`src/source/mem_pkg.sv`:
```
package mem_pkg;

    // byte addressing throughout
    localparam int ADDR_W = 32;

    // one burst beat from backing memory
    localparam int BEAT_W = 64;

    localparam int BEATS_PER_LINE = 4;

    // a full line is one complete burst
    localparam int LINE_W = BEAT_W * BEATS_PER_LINE;

    localparam int LINE_OFFSET_W = $clog2(LINE_W / 8);  // 5 for 32 byte lines

endpackage : mem_pkg

```
`src/source/fetch_pkg.sv`:
```
package fetch_pkg;

    localparam int INSTR_W = 32;

    // 256 bit line holds eight words
    localparam int WORDS_PER_LINE = 8;

    typedef enum logic [1:0] {
        ST_LOOKUP = 2'd0,  // serve hits or spot a miss
        ST_REQ    = 2'd1,  // wait for ready, then pulse read
        ST_FILL   = 2'd2   // beats coming back
    } fetch_state_e;

endpackage : fetch_pkg

```
`src/source/fetch_fsm.sv`:
```
module fetch_fsm
    import mem_pkg::*;
    import fetch_pkg::*;
#(
    parameter logic [ADDR_W-1:0] RESET_PC = 32'hAAAAA000
) (
    input  logic              clk,
    input  logic              rst,

    input  logic              hit_i,
    input  logic              queue_full_i,
    input  logic              fill_done_i,
    input  logic              bmem_ready_i,
    input  logic              redirect_i,
    input  logic [ADDR_W-1:0] redirect_pc_i,

    output logic [ADDR_W-1:0] pc_o,
    output logic [ADDR_W-1:0] fill_addr_o,
    output logic              bmem_read_o,
    output logic              enq_o,
    output logic [ADDR_W-1:0] enq_pc_o,
    output logic              flush_o
);

    fetch_state_e      state_q;
    fetch_state_e      state_d;
    logic [ADDR_W-1:0] pc_q;
    logic [ADDR_W-1:0] fill_addr_q;

    // read goes out on the first ready cycle in ST_REQ
    assign bmem_read_o = (state_q == ST_REQ) && bmem_ready_i;

    // redirect beats a same-cycle enqueue
    assign enq_o    = (state_q == ST_LOOKUP) && hit_i && !queue_full_i && !redirect_i;
    assign enq_pc_o = pc_q;
    assign flush_o  = redirect_i;

    assign pc_o        = pc_q;
    assign fill_addr_o = fill_addr_q;

    always_comb begin
        state_d = state_q;
        case (state_q)
            ST_LOOKUP: begin
                if (!hit_i && !redirect_i) begin
                    state_d = ST_REQ;
                end
            end
            ST_REQ: begin
                if (bmem_read_o) begin
                    state_d = ST_FILL;
                end else if (redirect_i) begin
                    state_d = ST_LOOKUP;  // nothing sent yet so recheck new pc
                end
            end
            ST_FILL: begin
                if (fill_done_i) begin
                    state_d = ST_LOOKUP;
                end
            end
            default: state_d = ST_LOOKUP;
        endcase
    end

    always_ff @(posedge clk) begin
        if (rst) begin
            state_q <= ST_LOOKUP;
            pc_q    <= RESET_PC;
        end else begin
            state_q <= state_d;
            if (redirect_i) begin
                pc_q <= redirect_pc_i;
            end else if (enq_o) begin
                pc_q <= pc_q + ADDR_W'(4);
            end
        end
    end

    // line address of the miss latched on entry to ST_REQ
    always_ff @(posedge clk) begin
        if (state_q == ST_LOOKUP && state_d == ST_REQ) begin
            fill_addr_q <= {pc_q[ADDR_W-1:LINE_OFFSET_W], LINE_OFFSET_W'(0)};
        end
    end

    read_single_cycle: assert property (
        @(posedge clk) disable iff (rst) bmem_read_o |=> !bmem_read_o
    );

endmodule : fetch_fsm

```
`src/source/beat_counter.sv`:
```
module beat_counter
    import mem_pkg::*;
(
    input  logic clk,
    input  logic rst,
    input  logic beat_valid_i,
    output logic fill_done_o
);

    localparam int CNT_W = $clog2(BEATS_PER_LINE);

    logic [CNT_W-1:0] count_q;

    always_ff @(posedge clk) begin
        if (rst) begin
            count_q     <= '0;
            fill_done_o <= 1'b0;
        end else begin
            // pulse lands the cycle after the last beat
            fill_done_o <= beat_valid_i && (count_q == CNT_W'(BEATS_PER_LINE - 1));
            if (beat_valid_i) begin
                count_q <= count_q + CNT_W'(1);  // wraps back to 0
            end
        end
    end

    done_is_pulse: assert property (
        @(posedge clk) disable iff (rst) fill_done_o |=> !fill_done_o
    );

endmodule : beat_counter

```
`src/source/line_assembler.sv`:
```
module line_assembler
    import mem_pkg::*;
(
    input  logic              clk,
    input  logic              beat_valid_i,
    input  logic [ADDR_W-1:0] beat_addr_i,
    input  logic [BEAT_W-1:0] beat_data_i,
    output logic [LINE_W-1:0] line_o
);

    localparam int BYTE_OFF_W = $clog2(BEAT_W / 8);
    localparam int SLOT_W     = $clog2(BEATS_PER_LINE);

    logic [BEATS_PER_LINE-1:0][BEAT_W-1:0] line_q;
    logic [SLOT_W-1:0]                     slot;

    // addr bits 4:3 pick the slot, so beat order does not matter
    assign slot = beat_addr_i[BYTE_OFF_W +: SLOT_W];

    always_ff @(posedge clk) begin
        if (beat_valid_i) begin
            line_q[slot] <= beat_data_i;
        end
    end

    assign line_o = line_q;

endmodule : line_assembler

```
`src/source/line_buffer.sv`:
```
module line_buffer
    import mem_pkg::*;
    import fetch_pkg::*;
(
    input  logic               clk,
    input  logic               rst,
    input  logic               load_i,
    input  logic [ADDR_W-1:0]  load_addr_i,
    input  logic [LINE_W-1:0]  line_i,
    input  logic [ADDR_W-1:0]  pc_i,
    output logic               hit_o,
    output logic [INSTR_W-1:0] word_o
);

    localparam int TAG_W      = ADDR_W - LINE_OFFSET_W;
    localparam int WORD_LSB   = $clog2(INSTR_W / 8);
    localparam int WORD_SEL_W = $clog2(WORDS_PER_LINE);

    logic                                  valid_q;
    logic [TAG_W-1:0]                      tag_q;
    logic [WORDS_PER_LINE-1:0][INSTR_W-1:0] line_q;
    logic [WORD_SEL_W-1:0]                 word_sel;

    always_ff @(posedge clk) begin
        if (rst) begin
            valid_q <= 1'b0;
        end else if (load_i) begin
            valid_q <= 1'b1;
        end
    end

    always_ff @(posedge clk) begin
        if (load_i) begin
            tag_q  <= load_addr_i[ADDR_W-1 -: TAG_W];
            line_q <= line_i;
        end
    end

    assign hit_o = valid_q && (pc_i[ADDR_W-1 -: TAG_W] == tag_q);

    // pc bits 4:2
    assign word_sel = pc_i[WORD_LSB +: WORD_SEL_W];
    assign word_o   = line_q[word_sel];

endmodule : line_buffer

```
`src/source/instr_queue.sv`:
```
module instr_queue
    import mem_pkg::*;
    import fetch_pkg::*;
#(
    parameter int QUEUE_DEPTH = 16
) (
    input  logic               clk,
    input  logic               rst,

    input  logic               enq_i,
    input  logic [INSTR_W-1:0] enq_instr_i,
    input  logic [ADDR_W-1:0]  enq_pc_i,
    input  logic               deq_i,
    input  logic               flush_i,

    output logic               full_o,
    output logic               valid_o,
    output logic [INSTR_W-1:0] head_instr_o,
    output logic [ADDR_W-1:0]  head_pc_o
);

    localparam int PTR_W = $clog2(QUEUE_DEPTH);
    localparam int CNT_W = PTR_W + 1;

    logic [INSTR_W-1:0] instr_mem [QUEUE_DEPTH];
    logic [ADDR_W-1:0]  pc_mem    [QUEUE_DEPTH];

    logic [PTR_W-1:0] wr_ptr_q;
    logic [PTR_W-1:0] rd_ptr_q;
    logic [CNT_W-1:0] count_q;
    logic             do_enq;
    logic             do_deq;

    assign full_o  = (count_q == CNT_W'(QUEUE_DEPTH));
    assign valid_o = (count_q != '0);

    assign do_enq = enq_i && !full_o;
    assign do_deq = deq_i && valid_o;

    always_ff @(posedge clk) begin
        if (rst || flush_i) begin
            wr_ptr_q <= '0;
            rd_ptr_q <= '0;
            count_q  <= '0;
        end else begin
            if (do_enq) begin
                wr_ptr_q <= wr_ptr_q + PTR_W'(1);  // depth is a power of two
            end
            if (do_deq) begin
                rd_ptr_q <= rd_ptr_q + PTR_W'(1);
            end
            count_q <= count_q + CNT_W'(do_enq) - CNT_W'(do_deq);
        end
    end

    always_ff @(posedge clk) begin
        if (do_enq) begin
            instr_mem[wr_ptr_q] <= enq_instr_i;
            pc_mem[wr_ptr_q]    <= enq_pc_i;
        end
    end

    assign head_instr_o = instr_mem[rd_ptr_q];
    assign head_pc_o    = pc_mem[rd_ptr_q];

    // fetch side must respect full
    no_enq_when_full: assert property (
        @(posedge clk) disable iff (rst) enq_i |-> !full_o
    );

    no_deq_when_empty: assert property (
        @(posedge clk) disable iff (rst) deq_i |-> valid_o
    );

endmodule : instr_queue

```
`src/source/fetch_top.sv`:
```
module fetch_top
    import mem_pkg::*;
    import fetch_pkg::*;
#(
    parameter logic [ADDR_W-1:0] RESET_PC    = 32'hAAAAA000,
    parameter int                QUEUE_DEPTH = 16
) (
    input  logic               clk,
    input  logic               rst,

    // backing memory
    output logic [ADDR_W-1:0]  bmem_addr_o,
    output logic               bmem_read_o,
    input  logic               bmem_ready_i,
    input  logic [ADDR_W-1:0]  bmem_raddr_i,
    input  logic [BEAT_W-1:0]  bmem_rdata_i,
    input  logic               bmem_rvalid_i,

    // decode
    output logic [INSTR_W-1:0] instr_o,
    output logic [ADDR_W-1:0]  instr_pc_o,
    output logic               instr_valid_o,
    input  logic               instr_ack_i,
    input  logic               redirect_i,
    input  logic [ADDR_W-1:0]  redirect_pc_i
);

    logic               hit;
    logic               queue_full;
    logic               fill_done;
    logic [ADDR_W-1:0]  pc;
    logic [ADDR_W-1:0]  fill_addr;
    logic               enq;
    logic [ADDR_W-1:0]  enq_pc;
    logic               flush;
    logic [INSTR_W-1:0] word;
    logic [LINE_W-1:0]  line;
    logic               deq;

    assign bmem_addr_o = fill_addr;
    assign deq         = instr_ack_i && instr_valid_o;  // ack on empty is ignored

    fetch_fsm #(
        .RESET_PC      (RESET_PC)
    ) i_fetch_fsm (
        .clk           (clk),
        .rst           (rst),
        .hit_i         (hit),
        .queue_full_i  (queue_full),
        .fill_done_i   (fill_done),
        .bmem_ready_i  (bmem_ready_i),
        .redirect_i    (redirect_i),
        .redirect_pc_i (redirect_pc_i),
        .pc_o          (pc),
        .fill_addr_o   (fill_addr),
        .bmem_read_o   (bmem_read_o),
        .enq_o         (enq),
        .enq_pc_o      (enq_pc),
        .flush_o       (flush)
    );

    beat_counter i_beat_counter (
        .clk           (clk),
        .rst           (rst),
        .beat_valid_i  (bmem_rvalid_i),
        .fill_done_o   (fill_done)
    );

    line_assembler i_line_assembler (
        .clk           (clk),
        .beat_valid_i  (bmem_rvalid_i),
        .beat_addr_i   (bmem_raddr_i),
        .beat_data_i   (bmem_rdata_i),
        .line_o        (line)
    );

    // tag comes from the fill address, not the current pc
    line_buffer i_line_buffer (
        .clk           (clk),
        .rst           (rst),
        .load_i        (fill_done),
        .load_addr_i   (fill_addr),
        .line_i        (line),
        .pc_i          (pc),
        .hit_o         (hit),
        .word_o        (word)
    );

    instr_queue #(
        .QUEUE_DEPTH   (QUEUE_DEPTH)
    ) i_instr_queue (
        .clk           (clk),
        .rst           (rst),
        .enq_i         (enq),
        .enq_instr_i   (word),
        .enq_pc_i      (enq_pc),
        .deq_i         (deq),
        .flush_i       (flush),
        .full_o        (queue_full),
        .valid_o       (instr_valid_o),
        .head_instr_o  (instr_o),
        .head_pc_o     (instr_pc_o)
    );

endmodule : fetch_top

```
`config.mk`:
```
export PLATFORM = sky130hd
export DESIGN_NAME = fetch_top
export DESIGN_NICKNAME = d
export VERILOG_FILES = /design/src/source/mem_pkg.sv /design/src/source/fetch_pkg.sv /design/src/source/fetch_fsm.sv /design/src/source/beat_counter.sv /design/src/source/line_assembler.sv /design/src/source/line_buffer.sv /design/src/source/instr_queue.sv /design/src/source/fetch_top.sv
export SDC_FILE = /design/constraint.sdc
export NUM_CORES = 1
export LEC_CHECK = 0
export BUFFER_PORTS_ARGS = -buffer_cell sky130_fd_sc_hd__clkbuf_2
export CAP_MARGIN = 20
export CORE_MARGIN = 1
export CORE_UTILIZATION = 30
export DETAILED_ROUTE_END_ITERATION = 10
export SLEW_MARGIN = 20
export SYNTH_ARGS = -nofsm -noshare
export SYNTH_HDL_FRONTEND = slang
export SYNTH_SLANG_ARGS = --single-unit
```
`constraint.sdc`:
```
create_clock -name clk -period 20.3 [get_ports clk]
set_input_delay 4.06 -clock clk [delete_from_list [all_inputs] [get_ports clk]]
set_output_delay 4.06 -clock clk [all_outputs]
set_load 0.01 [all_outputs]
```
### Yosys cells after proc, flatten, opt, wreduce, memory -nomap -nowiden

Memory sizes are Yosys's and may differ from the RTL's. A register that Yosys moved wholly into a read port is not among the register bits.
Index checks and enable logic that the tools add are counted.

* bits in writable memories: 1024
* memories kept: 2
* logic and storage cells: 76
* output and inout port bits: 98
* register bits: 617
* bits of input ports: 134

* mux-type cells: 18
* magnitude comparators: 3
* equal/unequal tests: 6
* reductions and logical operators: 19
* add/subtract/negate cells: 6

Memories
* i_instr_queue.instr_mem: depth 16, width 32, rd ports 1, clocked after memory_dff 1, wr ports 1, RTL line instr_queue.sv:25 `logic [INSTR_W-1:0] instr_mem [QUEUE_DEPTH];`
* i_instr_queue.pc_mem: depth 16, width 32, rd ports 1, clocked after memory_dff 1, wr ports 1, RTL line instr_queue.sv:26 `logic [ADDR_W-1:0] pc_mem [QUEUE_DEPTH];`

Operators with widths (count)
* $bwmux 256: 1
* $demux 64 s2: 1
* $bmux 32 s3: 1
* $mux 32: 3
* $mux 64: 1
* $add 32x3->32 const B: 1
* $eq 27x27->1: 1
* $mux 4: 4
* $logic_and 1x1->1: 12
* $add 4x1->4 const B: 2
* $mux 2: 4
* $pmux 2 s3: 1
* $add 5x1->5: 1
* $eq 5x5->1 const B: 1
* $reduce_bool 5->1: 1
* $sub 5x1->5: 1
* $eq 2x1->1 const B: 2
* $eq 2x2->1 const B: 2
* $lt 3x4->1 const B: 1
* $logic_not 1->1: 3
* $lt 2x3->1 const B: 1
* $add 2x1->2 const B: 1
* $ge 2x1->1 const B: 1
* $logic_not 2->1: 1
* 3 further kinds: 4

### Logic depth before layout (Yosys ltp)

* depth in word-level cells: 8
* depth in mapped cells: 19
* mapped depth without buffers: 16

### Cells and area by module

From an unflattened synthesis, not the netlist that was laid out.

* cell total of the unflattened synthesis: 2701
* area, all modules: 61038.5 um2

Modules (own cells, without submodules)
* instr_queue: sequential area each 31089.8 um2, instances 1, cells an instance 1673, area each 39133.8 um2
* line_buffer: sequential area each 8518.2 um2, instances 1, cells an instance 436, area each 10899.2 um2
* line_assembler: sequential area each 7687.4 um2, instances 1, cells an instance 260, area each 7724.9 um2
* fetch_fsm: sequential area each 1491.4 um2, instances 1, cells an instance 321, area each 3168.0 um2
* beat_counter: sequential area each 60.1 um2, instances 1, cells an instance 10, area each 106.4 um2
* fetch_top: sequential area each 0.0 um2, instances 1, cells an instance 1, area each 6.3 um2

### Worst setup path before layout

Ideal clock, no wire load.

* path kind: in2reg
* start point: in bmem_rvalid_i
* end point: reg i_line_assembler.line_q, in the netlist i_line_assembler.line_o[0], enable pin
* data arrival time: 8.997 ns
* slack: 10.724 ns
* stages: 2
* setup time: 0.579 ns
* cells stage by stage: clkbuf_1 -> nor3b_1

RTL lines
* start: declaration: RTL line fetch_top.sv:17 `input logic bmem_rvalid_i,`
* end signal: indexed assignment: RTL line line_assembler.sv:22 `line_q[slot] <= beat_data_i;`
* end: declaration: RTL line line_assembler.sv:14 `logic [BEATS_PER_LINE-1:0][BEAT_W-1:0] line_q;`

No word-level cell between the ends.

==> results <==
- The count of final max-slew check failures was 0.
- In this run the count of I/O pins placed on the die edge is roughly 230.
- Clock skew on the completed layout was measured at slightly below 50 ps.
- For the pin with the worst max-slew slack, the measured transition is 1190 ps.
- For the final routed database, the setup TNS stands at 0 ps.
- The share of total power dissipated in the clock network is 0.412.
- In this run the worst hold path is classified as register to register.
- The count of H-tree levels built during CTS is 4.
- The final estimated routing congestion in global placement is roughly 0.74.
- The final layout contains routed wiring with a total length of ~140 mm.
- The effective utilization at floorplan is 0.302.
- In this run, post-CTS repair resized a total of 0 instances.
- In the final design database the tool counted between 2000 and 3000 nets.
- After detailed routing, the number of vias per cell comes to approximately 4.7.
- The run finished, with violations left.
- The maximum resistive drop on vdd is between 0.08 and 0.09 mV.
- The number of antenna diodes in the final layout is 0.
- The area of combinational cells with multiple inputs is between 10000 and 15000 µm².
- The floorplan has around 160 rows.
- The detail route stage leaves a number of antenna-violating nets equal to 0.
- The floorplan step set the die height to around 450 µm.
- Clock tree synthesis selected as its root buffer the cell sky130_fd_sc_hd__clkbuf_16.
- The peak-usage layer in the global routing report is met2.
- For this design the total switching power over the nets is ~0.0016 W.
- The share of flip-flops with an asynchronous set or reset is 0.
- The fmax is 113 MHz.
- After the first detailed-routing iteration, the DRC count stood at 2392.
- In the global route stage, met2 resource usage came out at 0.240.
- The final reports fail on design-rule violations.
- Counting flops with a built-in enable in the synthesized netlist gives 1590.
- In the finished design, the share of the clock period the worst path needs comes to 0.435.
- Clock tree synthesis inserted a total of 167 buffers.
- For met1 alone, demand over resource in global routing was 0.168.
- Dividing total power by cell area gives a power density of around 100 nW/µm².
- The number of distinct standard cells referenced by the synthesized netlist is 52.
- Summing all flip-flop and latch instances after layout gives slightly below 50000 µm².
- The detailed-route DRC error count is 7.
- Prior to clock tree synthesis, the placed netlist has a worst setup slack of approximately 12000 ps.
- Dividing the detail-routed wire length by the instance count gives about 25 µm.
- The fraction of power consumed by sequential logic is 0.528.
- The detailed router placed between 20000 and 30000 vias in this run.
- The maximum clock insertion buffer count is 3.
- The endpoint required time on the critical path is roughly 16000 ps.
- Setup violations remaining at the end of the flow were counted as 0.
- The via count of the first global-routing pass came to between 20000 and 30000.
- In the final layout, the share of cells above drive strength 1 is 0.316.
- In this run the cell area of the synthesized design comes to 60600 µm².
- Buffers inserted to repair hold after CTS numbered 0.
- The combinational share of power is 0.060.
- The worst setup path is captured at an output pin.
- The overall global routing resource usage is 0.136.
- The register area share after synthesis is 0.806.
- The worst path setup slack after routing is 11460 ps.
- The area enclosed by the die boundary is a little over 200000 µm².
- The worst pin sits at a relative slew slack of 0.205.
- The final number of hold-violating endpoints came to 0.
- The shortest clock period the worst path allows after layout is between 8000 and 9000 ps.
- The global-route wire length before repair is 199 mm.
- The met3 usage in global routing is 0.0265.
- The switching fraction of total power is 0.219.
- For this run, the number of Yosys warnings is 0.
- TritonCTS built the clock tree.
- The internal portion of the total power is about 0.0057 W.
- After filler insertion, the fill cell instance count of the layout stands at 18496.
- The die is ~450 µm wide.
- The share of Yosys cell area claimed by the top area cell type is 0.788.
- After clock tree synthesis, the clock-pin slew on the worst setup and hold paths is approximately 60 ps.
- After synthesis the netlist holds a flip-flop and latch count of between 1500 and 2000.
- STA classifies the critical path startpoint as a register.
- In this run the worst path has a maximum fanout of 48.
- The core region area is roughly 200000 µm².
- Across the run, the number of max-cap violations was 0.
- Sorting the synthesized cells by area gives the leading types as sky130_fd_sc_hd__edfxtp_1 (79%), sky130_fd_sc_hd__mux4_2 (14%), sky130_fd_sc_hd__dfxtp_1 (1.8%).
- The most used flip-flop cell after synthesis is sky130_fd_sc_hd__edfxtp_1.
- In this run the tool buffered the top-level ports with just under 200 buffer cells.
- The clock net in this run drives a total of approximately 1600 sinks.
- Setup repair after global routing left no endpoint under its margin.
- Entering global routing, the biggest net connects around 190 pins.
- The synthesis-to-layout area growth is 16.3%.
- The number of antenna violations at the first check in global routing is 8.
- The post-synthesis cell count is between 2000 and 3000.
- The category of the most critical setup path is register to output pin.
- Once the clock tree was built, the setup fixing pass inserted 0 buffers.
- The total congestion overflow after global routing is 0.
- The largest total area in the synthesized netlist belongs to sky130_fd_sc_hd__edfxtp_1.
- The arrival time of the worst setup path is roughly 4800 ps.
- Before antenna repair, the detailed router went through 10 iterations.
- Summed over all cells, the static leakage comes to between 20 and 25 nW.
- The HPWL after detailed placement is between 70 and 80 mm.
- The average instance in the mapped netlist occupies 24.0 µm².
- The clock latency on the worst-skew pair is roughly 800 ps.
[flip-flops by register name, indices dropped and copies added (netlist names), named ones only]
signal                      count
i_instr_queue.count_q           5
i_beat_counter.count_q          2
i_beat_counter.fill_done_o      1
i_instr_queue.wr_ptr_q          4
i_line_buffer.tag_q            27
i_instr_queue.pc_mem          512
i_line_buffer.line_q          256
i_fetch_fsm.state_q             2
i_instr_queue.instr_mem       512
i_line_assembler.line_o       256
i_fetch_fsm.fill_addr_o        27
i_instr_queue.rd_ptr_q          4
i_fetch_fsm.enq_pc_o           32
i_line_buffer.valid_q           1
[critical path, cell delays in order, from the launching register on]
cell	delay [ps]
sky130_fd_sc_hd__dfxtp_4	820
sky130_fd_sc_hd__buf_4	800
sky130_fd_sc_hd__buf_4	890
sky130_fd_sc_hd__mux4_2	630
sky130_fd_sc_hd__mux4_2	580
sky130_fd_sc_hd__clkbuf_2	170
[power by group through the flow]
| stage | registers (W) | clock network, W | logic [W] |
|---|---|---|---|
| after detailed placement | 0.00391 | 0 | 0.000451 |
| after floorplan | 0.00389 | 0 | 0.000305 |
| after global placement | 0.00391 | 0 | 0.000446 |
| after CTS | 0.00384 | 0.00307 | 0.000453 |
| final | 0.00384 | 0.00300 | 0.000433 |
| after global routing | 0.00384 | 0.00319 | 0.000472 |
[layout make-up]
| class | instances | share of cell area |
|---|---|---|
| Sequential cell | 1645 | 0.694 |
| Tap cell | 2656 | 0.0472 |
| Clock buffer | 205 | 0.0615 |
| Clock inverter | 107 | 0.0155 |
| Timing Repair Buffer | 251 | 0.0204 |
| Multi-Input combinational cell | 748 | 0.160 |
| Inverter | 22 | 0.00117 |
[path summary, 6_finish.rpt]
check                               startpoint                        endpoint  slack [ps]  depth (start not counted)
setup / recovery                      register                     instr_o[21]       11460                          5
hold / removal    i_line_assembler.line_o[252]       i_line_buffer.line_q[252]         370                          0
setup reg to reg      i_fetch_fsm.enq_pc_o[21]  i_instr_queue.instr_mem[6][23]       15440                          7
hold reg to reg   i_line_assembler.line_o[252]       i_line_buffer.line_q[252]         370                          0
[layer usage]
layer / vias up / share of wire
met4: 14 / 0.028
met3: 215 / 0.053
li1: 11353 / -
met5: - / 0.00059
met1: 14175 / 0.40
met2: 726 / 0.52
[per-stage QoR]
stage / instances / cell area [µm²] / utilization / power, W / hold WS, ps
2_1_floorplan: 2532 / 60600 / - / 0.00419 / 400
3_3_place_gp: 5321 / 65000 / 0.324 / 0.00435 / 400
3_5_place_dp: 5321 / 65000 / 0.324 / 0.00436 / 405
4_1_cts: 5633 / 70400 / 0.352 / 0.00736 / 374
5_1_grt: 5634 / 70400 / 0.352 / 0.00751 / 396
6_report: 5634 / 70400 / 0.352 / 0.00726 / 374
[logic make-up after synthesis]
group                    Yosys count  share of synthesized area
XOR/XNOR                          39                    0.00564
AND/OR/NAND/NOR                  193                     0.0176
multiplexers                     421                      0.150
buffers and inverters            139                    0.00927
other                              1                  0.0000619
flip-flops                      1645                      0.806
adder cells (fa/ha/maj)           14                    0.00302
AO/OA/AOI/OAI                     76                    0.00857
[layout by cell type (no fill, tap or decap), drive strengths merged, types with 6 or more instances in the layout]
cell type	Yosys	final
or4	7	7
a311oi	10	10
a31oi	10	10
nand4	13	13
nor2	63	63
a21oi	13	13
mux4	384	384
edfxtp	1590	1590
nand3	15	15
xnor2	19	19
nor3	6	6
o21ai	15	15
xor2	20	20
clkbuf	68	401
ha	13	13
or3	14	14
dfxtp	55	55
inv	21	26
buf	49	55
and2	13	13
bufinv	0	11
clkinv	1	87
o31ai	7	7
nand2	24	24
nor4	15	15
mux2	32	32
[cell usage after synthesis, types with 7 or more instances]
master                     instances
sky130_fd_sc_hd__a21oi_1          13
sky130_fd_sc_hd__a311oi_1         10
sky130_fd_sc_hd__a31oi_1          10
sky130_fd_sc_hd__and2_1           13
sky130_fd_sc_hd__buf_1            37
sky130_fd_sc_hd__clkbuf_1         68
sky130_fd_sc_hd__dfxtp_1          55
sky130_fd_sc_hd__edfxtp_1       1590
sky130_fd_sc_hd__ha_1             13
sky130_fd_sc_hd__inv_1            21
sky130_fd_sc_hd__mux2_2           32
sky130_fd_sc_hd__mux4_2          384
sky130_fd_sc_hd__nand2_1          24
sky130_fd_sc_hd__nand3_1          15
sky130_fd_sc_hd__nand4_1          12
sky130_fd_sc_hd__nor2_1           63
sky130_fd_sc_hd__nor4_1           11
sky130_fd_sc_hd__o21ai_0          15
sky130_fd_sc_hd__o31ai_1           7
sky130_fd_sc_hd__or3_1            14
sky130_fd_sc_hd__or4_1             7
sky130_fd_sc_hd__xnor2_1          19
sky130_fd_sc_hd__xor2_1           20
Note: power is estimated with default switching activity, not from simulation.
